`src/source/leaf_pkg.sv`:
```
`default_nettype none

package leaf_pkg;

    // ----------------------------------------
    // Flit geometry
    // ----------------------------------------
    localparam int FLIT_BITS = 49;
    localparam int LEAF_BITS = 5;
    localparam int PORT_BITS = 4;
    localparam int ADDR_BITS = 7;

    // Whatever is left after vld, leaf, port and addr
    localparam int PAYLOAD_BITS = FLIT_BITS - 1 - LEAF_BITS - PORT_BITS - ADDR_BITS;

    // ----------------------------------------
    // Leaf configuration
    // ----------------------------------------
    localparam int NUM_IN_PORTS  = 3;
    localparam int NUM_OUT_PORTS = 2;
    localparam int FIFO_DEPTH    = 16;

    // Port 0 carries route table writes
    localparam int CFG_PORT = 0;

    // Field positions inside a configuration payload
    localparam int CFG_LEAF_LSB = 0;
    localparam int CFG_PORT_LSB = 5;
    localparam int CFG_SEL_BIT  = 9;

    // ----------------------------------------
    // Types
    // ----------------------------------------
    typedef logic [LEAF_BITS-1:0]    leaf_t;
    typedef logic [PORT_BITS-1:0]    port_t;
    typedef logic [ADDR_BITS-1:0]    addr_t;
    typedef logic [PAYLOAD_BITS-1:0] payload_t;

    // One packet on the tree, vld at the top bit
    typedef struct packed {
        logic     vld;
        leaf_t    leaf;
        port_t    port;
        addr_t    addr;
        payload_t payload;
    } flit_t;

    // Destination of one output stream
    typedef struct packed {
        leaf_t leaf;
        port_t port;
    } route_t;

    // Route table update, sel picks output 1 or 2
    typedef struct packed {
        logic   strobe;
        logic   sel;
        route_t route;
    } cfg_write_t;

endpackage

`default_nettype wire
```
`src/source/leaf_i3o2.sv`:
```
`default_nettype none

module leaf_i3o2
    import leaf_pkg::*;
#(
    parameter int unsigned LEAF_ID = 0
) (
    input  wire logic  clk,
    input  wire logic  rst_n,
    input  wire flit_t din,
    input  wire logic  resend,
    output flit_t      dout
);

    logic [NUM_IN_PORTS-1:0]           rx_push;
    payload_t                          rx_word;
    cfg_write_t                        rx_cfg;

    logic [NUM_IN_PORTS-1:0]           in_empty;
    logic [NUM_IN_PORTS-1:0]           in_pop;
    payload_t [NUM_IN_PORTS-1:0]       in_word;

    logic [NUM_OUT_PORTS-1:0]          res_push;
    payload_t [NUM_OUT_PORTS-1:0]      res_word;
    logic [NUM_OUT_PORTS-1:0]          out_empty;
    logic [NUM_OUT_PORTS-1:0]          out_full;
    logic [NUM_OUT_PORTS-1:0]          out_pop;
    payload_t [NUM_OUT_PORTS-1:0]      out_word;

    // ----------------------------------------
    // Receive side
    // ----------------------------------------
    leaf_rx_demux #(
        .LEAF_ID(LEAF_ID)
    ) u_rx_demux (
        .clk  (clk),
        .rst_n(rst_n),
        .din  (din),
        .push (rx_push),
        .word (rx_word),
        .cfg  (rx_cfg)
    );

    // A full input FIFO drops the word
    for (genvar i = 0; i < NUM_IN_PORTS; i++) begin : g_in_fifo
        leaf_stream_fifo #(
            .entry_t(payload_t),
            .DEPTH  (FIFO_DEPTH)
        ) u_fifo (
            .clk  (clk),
            .rst_n(rst_n),
            .push (rx_push[i]),
            .wdata(rx_word),
            .pop  (in_pop[i]),
            .rdata(in_word[i]),
            .empty(in_empty[i]),
            .full ()
        );
    end

    // ----------------------------------------
    // Kernel
    // ----------------------------------------
    user_kernel u_kernel (
        .clk     (clk),
        .rst_n   (rst_n),
        .in_empty(in_empty),
        .in_word (in_word),
        .in_pop  (in_pop),
        .out_full(out_full),
        .out_push(res_push),
        .out_word(res_word)
    );

    // ----------------------------------------
    // Transmit side
    // ----------------------------------------
    for (genvar j = 0; j < NUM_OUT_PORTS; j++) begin : g_out_fifo
        leaf_stream_fifo #(
            .entry_t(payload_t),
            .DEPTH  (FIFO_DEPTH)
        ) u_fifo (
            .clk  (clk),
            .rst_n(rst_n),
            .push (res_push[j]),
            .wdata(res_word[j]),
            .pop  (out_pop[j]),
            .rdata(out_word[j]),
            .empty(out_empty[j]),
            .full (out_full[j])
        );
    end

    leaf_tx_arbiter u_tx_arbiter (
        .clk      (clk),
        .rst_n    (rst_n),
        .cfg      (rx_cfg),
        .out_empty(out_empty),
        .out_word (out_word),
        .out_pop  (out_pop),
        .resend   (resend),
        .dout     (dout)
    );

endmodule

`default_nettype wire

```
`src/source/leaf_tx_arbiter.sv`:
```
`default_nettype none

module leaf_tx_arbiter
    import leaf_pkg::*;
(
    input  wire logic                        clk,
    input  wire logic                        rst_n,
    input  wire cfg_write_t                  cfg,
    input  wire logic [NUM_OUT_PORTS-1:0]    out_empty,
    input  wire payload_t [NUM_OUT_PORTS-1:0] out_word,
    output logic [NUM_OUT_PORTS-1:0]         out_pop,
    input  wire logic                        resend,
    output flit_t                            dout
);

    route_t [NUM_OUT_PORTS-1:0] route_q;
    addr_t  [NUM_OUT_PORTS-1:0] seq_q;
    logic                       last_q;
    logic [NUM_OUT_PORTS-1:0]   grant;
    logic                       gsel;
    flit_t                      flit_q;

    // ----------------------------------------
    // Round robin between the two outputs
    // ----------------------------------------
    // last_q set means output 2 went last
    always_comb begin
        grant = '0;
        if (!resend) begin
            if (!out_empty[0] && (out_empty[1] || last_q)) begin
                grant[0] = 1'b1;
            end else if (!out_empty[1]) begin
                grant[1] = 1'b1;
            end
        end
    end

    assign gsel    = grant[1];
    assign out_pop = grant;

    // ----------------------------------------
    // Route table, counters and flit register
    // ----------------------------------------
    always_ff @(posedge clk or negedge rst_n) begin
        if (!rst_n) begin
            route_q <= '0;
            seq_q   <= '0;
            last_q  <= 1'b0;
            flit_q  <= '0;
        end else begin
            if (cfg.strobe) begin
                route_q[cfg.sel] <= cfg.route;
            end
            // Registered flit stays put while resend is high
            if (!resend) begin
                if (|grant) begin
                    flit_q.vld     <= 1'b1;
                    flit_q.leaf    <= route_q[gsel].leaf;
                    flit_q.port    <= route_q[gsel].port;
                    flit_q.addr    <= seq_q[gsel];
                    flit_q.payload <= out_word[gsel];
                    seq_q[gsel]    <= seq_q[gsel] + 1'b1;
                    last_q         <= gsel;
                end else begin
                    flit_q <= '0;
                end
            end
        end
    end

    // Tree sees nothing while it asks for a resend
    assign dout = resend ? '0 : flit_q;

endmodule

`default_nettype wire

```
`src/source/user_kernel.sv`:
```
`default_nettype none

module user_kernel
    import leaf_pkg::*;
(
    input  wire logic                      clk,
    input  wire logic                      rst_n,
    input  wire logic [NUM_IN_PORTS-1:0]   in_empty,
    input  wire payload_t [NUM_IN_PORTS-1:0] in_word,
    output logic [NUM_IN_PORTS-1:0]        in_pop,
    input  wire logic [NUM_OUT_PORTS-1:0]  out_full,
    output logic [NUM_OUT_PORTS-1:0]       out_push,
    output payload_t [NUM_OUT_PORTS-1:0]   out_word
);

    logic [NUM_OUT_PORTS-1:0] push_q;
    logic                     fire_sum;
    logic                     fire_acc;
    payload_t                 acc_q;
    payload_t                 acc_next;
    payload_t                 pair_sum;

    // ----------------------------------------
    // Fire conditions
    // ----------------------------------------
    // Wait out a push in flight so full is current
    assign fire_sum = !in_empty[0] && !in_empty[1]
                   && !out_full[0] && !push_q[0];

    assign fire_acc = !in_empty[2] && !out_full[1] && !push_q[1];

    // Inputs 1 and 2 are consumed as a pair
    assign in_pop[0] = fire_sum;
    assign in_pop[1] = fire_sum;
    assign in_pop[2] = fire_acc;

    // ----------------------------------------
    // Datapath
    // ----------------------------------------
    assign pair_sum = in_word[0] + in_word[1];
    assign acc_next = acc_q + in_word[2];

    always_ff @(posedge clk or negedge rst_n) begin
        if (!rst_n) begin
            push_q <= '0;
            acc_q  <= '0;
        end else begin
            push_q[0] <= fire_sum;
            push_q[1] <= fire_acc;
            if (fire_acc) begin
                acc_q <= acc_next;
            end
        end
    end

    // Result registers, valid while the push strobe is high
    always_ff @(posedge clk) begin
        if (fire_sum) begin
            out_word[0] <= pair_sum;
        end
        if (fire_acc) begin
            out_word[1] <= acc_next;
        end
    end

    assign out_push = push_q;

endmodule

`default_nettype wire

```
`src/source/leaf_rx_demux.sv`:
```
`default_nettype none

module leaf_rx_demux
    import leaf_pkg::*;
#(
    parameter int unsigned LEAF_ID = 0
) (
    input  wire logic               clk,
    input  wire logic               rst_n,
    input  wire flit_t              din,
    output logic [NUM_IN_PORTS-1:0] push,
    output payload_t                word,
    output cfg_write_t              cfg
);

    flit_t                   flit_q;
    logic                    accept;
    logic [NUM_IN_PORTS-1:0] push_d;
    cfg_write_t              cfg_d;

    // ----------------------------------------
    // Stage 1, capture from the tree
    // ----------------------------------------
    always_ff @(posedge clk or negedge rst_n) begin
        if (!rst_n) begin
            flit_q <= '0;
        end else begin
            flit_q <= din;
        end
    end

    // Addressed to us and on a port we serve
    assign accept = flit_q.vld
                 && (flit_q.leaf == leaf_t'(LEAF_ID))
                 && (flit_q.port <= port_t'(NUM_IN_PORTS));

    always_comb begin
        push_d = '0;
        for (int i = 0; i < NUM_IN_PORTS; i++) begin
            push_d[i] = accept && (flit_q.port == port_t'(i + 1));
        end
    end

    // Route table write decode
    always_comb begin
        cfg_d            = '0;
        cfg_d.strobe     = accept && (flit_q.port == port_t'(CFG_PORT));
        cfg_d.sel        = flit_q.payload[CFG_SEL_BIT];
        cfg_d.route.leaf = flit_q.payload[CFG_LEAF_LSB +: LEAF_BITS];
        cfg_d.route.port = flit_q.payload[CFG_PORT_LSB +: PORT_BITS];
    end

    // ----------------------------------------
    // Stage 2, filtered strobes
    // ----------------------------------------
    always_ff @(posedge clk or negedge rst_n) begin
        if (!rst_n) begin
            push <= '0;
            cfg  <= '0;
        end else begin
            push <= push_d;
            cfg  <= cfg_d;
        end
    end

    // Same word goes to every input FIFO, push picks the one
    always_ff @(posedge clk) begin
        word <= flit_q.payload;
    end

endmodule

`default_nettype wire

```
`src/source/leaf_stream_fifo.sv`:
```
`default_nettype none

module leaf_stream_fifo
    import leaf_pkg::*;
#(
    parameter type entry_t = payload_t,
    parameter int  DEPTH   = FIFO_DEPTH
) (
    input  wire logic   clk,
    input  wire logic   rst_n,
    input  wire logic   push,
    input  wire entry_t wdata,
    input  wire logic   pop,
    output entry_t      rdata,
    output logic        empty,
    output logic        full
);

    localparam int PTR_BITS = (DEPTH > 1) ? $clog2(DEPTH) : 1;

    entry_t mem [DEPTH];

    logic [PTR_BITS-1:0] wr_ptr;
    logic [PTR_BITS-1:0] rd_ptr;
    logic [PTR_BITS:0]   count;
    logic                do_push;
    logic                do_pop;

    assign empty = (count == '0);
    assign full  = (count == (PTR_BITS + 1)'(DEPTH));

    // Push on full and pop on empty are dropped
    assign do_push = push && !full;
    assign do_pop  = pop && !empty;

    // Head word shown without a read cycle
    assign rdata = mem[rd_ptr];

    always_ff @(posedge clk or negedge rst_n) begin
        if (!rst_n) begin
            wr_ptr <= '0;
            rd_ptr <= '0;
            count  <= '0;
        end else begin
            if (do_push) begin
                wr_ptr <= (wr_ptr == PTR_BITS'(DEPTH - 1)) ? '0 : wr_ptr + 1'b1;
            end
            if (do_pop) begin
                rd_ptr <= (rd_ptr == PTR_BITS'(DEPTH - 1)) ? '0 : rd_ptr + 1'b1;
            end
            case ({do_push, do_pop})
                2'b10:   count <= count + 1'b1;
                2'b01:   count <= count - 1'b1;
                default: count <= count;
            endcase
        end
    end

    always_ff @(posedge clk) begin
        if (do_push) begin
            mem[wr_ptr] <= wdata;
        end
    end

endmodule

`default_nettype wire

```
`config.mk`:
```
export PLATFORM = sky130hd
export DESIGN_NAME = leaf_i3o2
export DESIGN_NICKNAME = d
export VERILOG_FILES = /design/src/source/leaf_pkg.sv /design/src/source/leaf_i3o2.sv /design/src/source/leaf_tx_arbiter.sv /design/src/source/user_kernel.sv /design/src/source/leaf_rx_demux.sv /design/src/source/leaf_stream_fifo.sv
export SDC_FILE = /design/constraint.sdc
export NUM_CORES = 2
export LEC_CHECK = 0
export BUFFER_PORTS_ARGS = -buffer_cell sky130_fd_sc_hd__buf_2
export CORE_MARGIN = 2
export CORE_UTILIZATION = 25
export CTS_BUF_LIST = sky130_fd_sc_hd__clkbuf_4 sky130_fd_sc_hd__clkbuf_8
export DETAILED_ROUTE_END_ITERATION = 8
export SLEW_MARGIN = 20
export SYNTH_ARGS = -nofsm -noshare
export SYNTH_HDL_FRONTEND = slang
export SYNTH_SLANG_ARGS = --single-unit
```
`constraint.sdc`:
```
create_clock -name clk -period 6.42 [get_ports clk]
set_clock_uncertainty 0.1 [all_clocks]
set_input_delay 0.963 -clock clk [delete_from_list [all_inputs] [get_ports clk]]
set_output_delay 0.963 -clock clk [all_outputs]
set_load 0.05 [all_outputs]
```
Word-level counts from Yosys, hierarchy flattened
Memory sizes are Yosys's and may differ from the RTL's.
Index checks and enable logic that the tools add are counted.
- register bits: 333
- memory bits (writable): 2560
- memories kept: 5
- memories (name ; depth ; width ; read ports ; clocked after memory_dff ; wr ports ; line ; text):
    g_in_fifo[0].u_fifo.mem ; 16 ; 32 ; 1 ; 0 ; 1 ; leaf_stream_fifo.sv:21 ; entry_t mem [DEPTH];
    g_in_fifo[1].u_fifo.mem ; 16 ; 32 ; 1 ; 0 ; 1 ; leaf_stream_fifo.sv:21 ;
    g_in_fifo[2].u_fifo.mem ; 16 ; 32 ; 1 ; 0 ; 1 ; leaf_stream_fifo.sv:21 ;
    g_out_fifo[0].u_fifo.mem ; 16 ; 32 ; 1 ; 0 ; 1 ; leaf_stream_fifo.sv:21 ;
    g_out_fifo[1].u_fifo.mem ; 16 ; 32 ; 1 ; 0 ; 1 ; leaf_stream_fifo.sv:21 ;
- add/sub/neg operators: 23
- magnitude comparators: 5
- eq/ne operators: 28
- muxes and demuxes: 43
- bitwise gates (word level): 1
- reductions and logical operators: 51
- operators with widths (cell ; count):
    $mux 49 ; 2
    $add 32x32->32 ; 2
    $mux 32 ; 2
    $pmux 5 s2 ; 5
    $add 4x1->4 const B ; 10
    $eq 4x4->1 const B ; 10
    $mux 4 ; 10
    $logic_not 5->1 ; 6
    $mux 9 ; 3
    $add 5x1->5 const B ; 5
    $eq 5x5->1 const B ; 5
    $sub 5x1->5 const B ; 5
    $logic_and 1x1->1 ; 24
    $mux 7 ; 3
    $bwmux 18 ; 1
    $bwmux 14 ; 1
    $mux 1 ; 13
    $logic_not 1->1 ; 12
    $eq 2x1->1 const B ; 5
    $eq 2x2->1 const B ; 5
    $reduce_bool 2->1 ; 5
    $demux 9 s1 ; 1
    $eq 4x2->1 const B ; 2
    $add 7x1->7 const B ; 1
    11 further kinds ; 13

Logic depth before layout (Yosys ltp)
- depth in word-level cells: 10
- depth in mapped cells: 17

By module
A second synthesis with hierarchy kept.
- cells, all modules: 5621
- area total of the unflattened synthesis: 112744.4 sq um
- modules (own cells, without submodules) (module ; times used ; cells each ; area each (sq um)):
    leaf_stream_fifo ; 5 ; 890 ; 19982.9
    user_kernel ; 1 ; 656 ; 6641.4
    leaf_tx_arbiter ; 1 ; 419 ; 4088.9
    leaf_rx_demux ; 1 ; 96 ; 2099.5

Worst setup path before layout
Ideal clock, no wire load.
- kind: flip-flop to flip-flop
- start point: register g_in_fifo[1].u_fifo.rd_ptr[0]
- end point: register u_kernel.out_word[28] (netlist bit) (data pin)
- setup time: 0.260 ns
- data arrival time: 4.595 ns
- required time: 6.060 ns
- setup slack: 1.465 ns
- cell stages (with the launch flop): 17
- buffers on the path: 3
- cell sequence: dfrtp_1 > buf_2 > buf_1 > buf_2 > mux4_2 > mux4_2 > ha_1 > fa_1 > a211oi_1 > nor2_1 > o21ai_0 > o21ai_1 > a21oi_1 > a21oi_1 > a211o_1 > a21oi_1 > xnor2_1
- cells in the longest elaborated chain, start to end: 2
- RTL lines (element ; line ; text):
    from (decl) ; leaf_stream_fifo.sv:24 ; logic [PTR_BITS-1:0] rd_ptr;
    from (signal assigned) ; leaf_stream_fifo.sv:49 ; rd_ptr <= (rd_ptr == PTR_BITS'(DEPTH - 1)) ? '0 : rd_ptr + 1'b1;
    $mem_v2 16x32 ; - ;
    $add 32x32->32 ; user_kernel.sv:40 ; assign pair_sum = in_word[0] + in_word[1];
    via u_kernel.pair_sum[28] ; user_kernel.sv:21 ; payload_t pair_sum;
    to (decl) ; user_kernel.sv:13 ; output payload_t [NUM_OUT_PORTS-1:0] out_word
The timed path passes the listed nets, and every way through them passes these cells.
A chain may end at the register's enable or synchronous reset.

Worst setup path after layout
- start point: register g_in_fifo[0].u_fifo.rd_ptr[0]
- end point: register u_kernel.out_word[22] (netlist bit) (data pin)
- cells in the longest elaborated chain, start to end: 2
- RTL lines (element ; line):
    from (decl) ; leaf_stream_fifo.sv:24
    from (signal assigned) ; leaf_stream_fifo.sv:49
    $mem_v2 16x32 ; -
    $add 32x32->32 ; user_kernel.sv:40
    via u_kernel.pair_sum[22] ; user_kernel.sv:21
The timed path passes the listed nets, and every way through them passes these cells.

==> impl_metrics.py <==
metrics = {
    "status": {
        "status": "finished clean",
    },
    "sta": {
        "hold_viol": 0,
        "finalSetupTns_ps": 0,
        "worst_pin_slew_ps": 1144,
        "finalCriticalPeriod_ps": 5360,
        "fin_crit_sh_pct": 83.49,
        "fmax_mhz": 186.6,
        "hold_ws_ps": 231.6,
        "max_slew_margin_pct": 23.75,
        "rsz0062_at_grt": "false",
        "setup_viol": 0,
        "finalMaxSlewViolations": 0,
    },
    "clock_network": {
        "cts_tree": "yes",
        "ctsResizeCount": 0,
        "path_clk_slew_ps": 60,
        "cts.sinks": 2893,
        "clock_latency_ps": 1130,
        "cts_buffer_depth": 4,
        "root_buffer": "clkbuf_8",
        "cts_hold_buf": 43,
        "cts_buffers": 443,
        "cts_setup_buffers": 0,
        "htreeDepth": 5,
    },
    "synth": {
        "syn_inst": 5132,
        "ys_seq_area_share_pct": 76.08,
        "synth_area_per_cell_um2": 21.86,
        "synth_edf_count": 2624,
        "syn_area_mm2": 0.1122,
        "ys_ff_latch": 2893,
        "ys.flop_type": "edfxtp_1",
        "ys_warn_count": 0,
        "yosysUniqueCellTypes": 83,
        "synth_nets": 5298,
        "async_flop_share_pct": 8.192,
    },
    "setup_path": {
        "critPathArrivalTime_ps": 6060,
        "rr_endpoint": "u_kernel.out_word[22]$_DFFE_PN_",
        "crit_type": "flop to flop",
        "critPathTopFamily": "multiplexers",
        "rr_worst_depth": 12,
        "end_kind": "flop",
        "critPathLaunchType": "flop",
        "rr_startpoint": "g_in_fifo[0].u_fifo.rd_ptr[0]$_DFFE_PN0P_",
        "critPathMaxFanout": 32,
        "cp_slowest_stage_delay_ps": 860,
        "cpMaxStageDelayCell": "dfrtp_4",
        "ff2ff_setup_slack_ps": 1060,
        "path_common_cell": "mux4_2",
        "path_buf_inv": 2,
        "required_ps": 7120,
        "crit_chain": "buf_4 -> mux4_2 -> mux4_2 -> ha_1 -> and3_1 -> nor2b_1 -> inv_1 -> o21ai_1 -> nand3_1 -> a41oi_1 -> a311oi_1 -> xnor2_1",
    },
    "placement": {
        "place_congestion": 0.7951,
        "io_buffers": 93,
        "post-dp-hpwl_um": 147000,
    },
    "die": {
        "initial_utilization_pct": 25.05,
        "core_area_mm2": 0.4478,
        "num_io_pins": 101,
        "rows": 246,
        "die_area_mm2": 0.4542,
        "die_height_um": 673.9,
        "dieWidth_um": 673.9,
    },
    "route": {
        "vias_per_cell": 4.442,
        "drtAntennaViolNets": 0,
        "routed_wl_um": 268100,
        "dr.pass1.iters": 5,
        "route.detailed.drc": 0,
        "via_count": 53048,
        "drtIter0Drc": 5039,
        "avgRoutedWirePerCell_um": 22.45,
    },
    "grt": {
        "grt_first_pass_wirelength_um": 386700,
        "antenna_found_initial": 14,
        "grt_pass1_vias": 55887,
        "grt-busiest-layer": "met2",
        "met2_usage_pct": 19.90,
        "grt_max_degree": 135,
        "grtUsageMet3_pct": 1.816,
        "grt_util_met1_pct": 14.93,
        "overflow": 0,
        "grtUsageTotal_pct": 11.50,
    },
    "worst_hold_path": {
        "holdPathEnd": "u_rx_demux.word[28]$_DFF_P_",
        "hp-start": "u_rx_demux.flit_q[28]$_DFF_PN0_",
        "hold_path_class": "flop to flop",
        "whs_path_depth": 0,
    },
    "flow_run": {
        "maxCapViolations": 0,
    },
    "finish": {
        "fill_cells": 43284,
        "syn2layout_area_growth_pct": 16.32,
        "fin_nets": 5789,
        "drive_gt1_share_pct": 32.20,
    },
    "power": {
        "powerDensity_mw_per_mm2": 405.5,
        "ir_drop_mv": 0.2713,
        "leakage_nw": 41.21,
    },
}
[area by class of cell]
class                      instances  area [um2]  area share [%]
antenna                            5       12.51        0.009587
clock buffer                     585        7244           5.551
clock inverter                   222        1638           1.255
inverter                          70       265.3          0.2032
multi-input combinational       1925       26180           20.06
sequential                      2893       85450           65.47
tap                             5952        7447           5.706
timing repair buffer             290        2280           1.747
[where the power goes]
group / switching [mW] / leakage, nW / total [mW] / internal [mW]
Sequential: 1.47 / 26.8 / 23.9 / 22.4
Clock: 7.20 / 4.64 / 15.3 / 8.09
Combinational: 7.70 / 9.75 / 13.8 / 6.08
[cell usage after synthesis (3+ instances only)]
master | count | area [um2]
nand2_1 | 213 | 799.5
edfxtp_1 | 2624 | 78800
buf_2 | 25 | 125.1
nor4_1 | 6 | 37.54
o41ai_1 | 6 | 52.55
and2_1 | 6 | 37.54
xnor2_1 | 66 | 578.1
o31ai_1 | 3 | 22.52
o21ai_0 | 74 | 370.4
dfxtp_1 | 32 | 640.6
mux2i_1 | 10 | 100.1
a21boi_1 | 4 | 30.03
a31oi_1 | 8 | 50.05
nand3_1 | 30 | 150.1
a22oi_1 | 32 | 240.2
clkbuf_1 | 159 | 596.8
mux2_2 | 48 | 540.5
o21bai_1 | 12 | 90.09
fa_1 | 6 | 120.1
inv_1 | 67 | 251.5
nand2b_1 | 16 | 100.1
a211oi_1 | 11 | 82.58
and3_1 | 10 | 62.56
o21ai_1 | 15 | 75.07
o21a_1 | 5 | 37.54
nand4_1 | 10 | 62.56
a21o_1 | 46 | 345.3
dfrtp_1 | 237 | 5931
nor2_1 | 110 | 412.9
mux4_2 | 797 | 17950
buf_1 | 56 | 210.2
a222oi_1 | 9 | 90.09
ha_1 | 108 | 1351
nor3_1 | 34 | 170.2
or3_1 | 3 | 18.77
a311oi_1 | 5 | 43.79
nor2b_1 | 60 | 375.4
xor2_1 | 33 | 289.0
a21oi_1 | 81 | 405.4
[worst register-to-register path: stages, from the launching register on]
cell,delay [ps]
dfrtp_4,860
buf_4,500
mux4_2,570
mux4_2,570
ha_1,420
and3_1,230
nor2b_1,310
inv_1,80
o21ai_1,390
nand3_1,150
a41oi_1,380
a311oi_1,200
xnor2_1,300
[layout by cell type (no fill, tap or decap), drive strengths merged, types with 5 or more instances in the layout]
cell / instances
inv: 82
a31oi: 9
dfxtp: 32
bufinv: 17
nand2: 213
a21o: 46
buf: 247
clkinv: 176
edfxtp: 2624
fa: 6
nor2: 110
a22oi: 32
nand4: 10
o41ai: 8
xor2: 34
o21ai: 90
dfrtp: 237
a21oi: 82
nor3: 34
o21a: 5
mux2i: 10
nand2b: 16
mux2: 48
and3: 10
o21bai: 12
clkbuf: 585
nor2b: 60
dlygate4sd3: 43
a222oi: 9
a211oi: 12
mux4: 797
xnor2: 66
diode: 5
nand3: 30
ha: 108
clkinvlp: 17
nor4: 7
and2: 7
a311oi: 5
[per-layer routing]
metal | wire, um | vias up
met5 | 0 | -
met4 | 6612 | 0
met3 | 15860 | 388
met2 | 135200 | 1754
met1 | 110400 | 28544
li1 | - | 22362
[kinds of logic after synthesis]
kind of cell	after synthesis	share of synthesized area [%]
XOR/XNOR	100	0.7873
adder cells (fa/ha/maj)	114	1.311
AO/OA/AOI/OAI	344	2.063
flip-flops	2893	76.08
multiplexers	855	16.57
AND/OR/NAND/NOR	512	2.090
buffers and inverters	314	1.095
[state kept, by name, summed over array words and instances, names as in the netlist]
register and flops:
u_kernel.out_word 64, u_rx_demux.cfg_d 10, u_tx_arbiter.route_q 18, g_in_fifo.u_fifo.count 15, g_out_fifo.u_fifo.count 10, g_in_fifo.u_fifo.mem 1536, u_rx_demux.push 3, u_rx_demux.word 32
g_out_fifo.u_fifo.rd_ptr 8, u_rx_demux.cfg 11, u_tx_arbiter.seq_q 14, u_tx_arbiter.flit_q 49, u_kernel.out_push 2, g_in_fifo.u_fifo.rd_ptr 12, g_out_fifo.u_fifo.wr_ptr 8, g_in_fifo.u_fifo.wr_ptr 12
g_out_fifo.u_fifo.mem 1024, u_kernel.acc_q 32, u_rx_demux.flit_q 32, u_tx_arbiter.last_q 1
[worst max-delay path by stage]
stage	startpoint	slack, ps	end	cells after the start
finish	g_in_fifo[0].u_fifo.rd_ptr[0]$_DFFE_PN0P_	1060	u_kernel.out_word[22]$_DFFE_PN_	12
global route	g_in_fifo[0].u_fifo.rd_ptr[0]$_DFFE_PN0P_	770	u_kernel.out_word[22]$_DFFE_PN_	12
CTS	g_in_fifo[0].u_fifo.rd_ptr[0]$_DFFE_PN0P_	990	u_kernel.out_word[25]$_DFFE_PN_	12
detailed placement	g_in_fifo[0].u_fifo.rd_ptr[0]$_DFFE_PN0P_	1120	u_kernel.out_word[25]$_DFFE_PN_	12
global placement	g_in_fifo[0].u_fifo.rd_ptr[0]$_DFFE_PN0P_	1090	u_kernel.out_word[25]$_DFFE_PN_	12
floorplan	g_in_fifo[1].u_fifo.rd_ptr[0]$_DFFE_PN0P_	1470	u_kernel.out_word[28]$_DFFE_PN_	16
[per-stage QoR]
stage	cell area [um2]	cells	setup WS [ps]	util (%)	power (mW)
floorplan	112200	5132	1465	-	33.21
global placement	121100	11084	1087	27.04	37.81
detailed placement	121100	11084	1123	27.04	38.15
CTS	130400	11934	990.0	29.12	53.53
global route	130500	11940	773.3	29.14	55.32
finish	130500	11942	1060	29.14	52.93
Power figures use the tool's default switching activity.
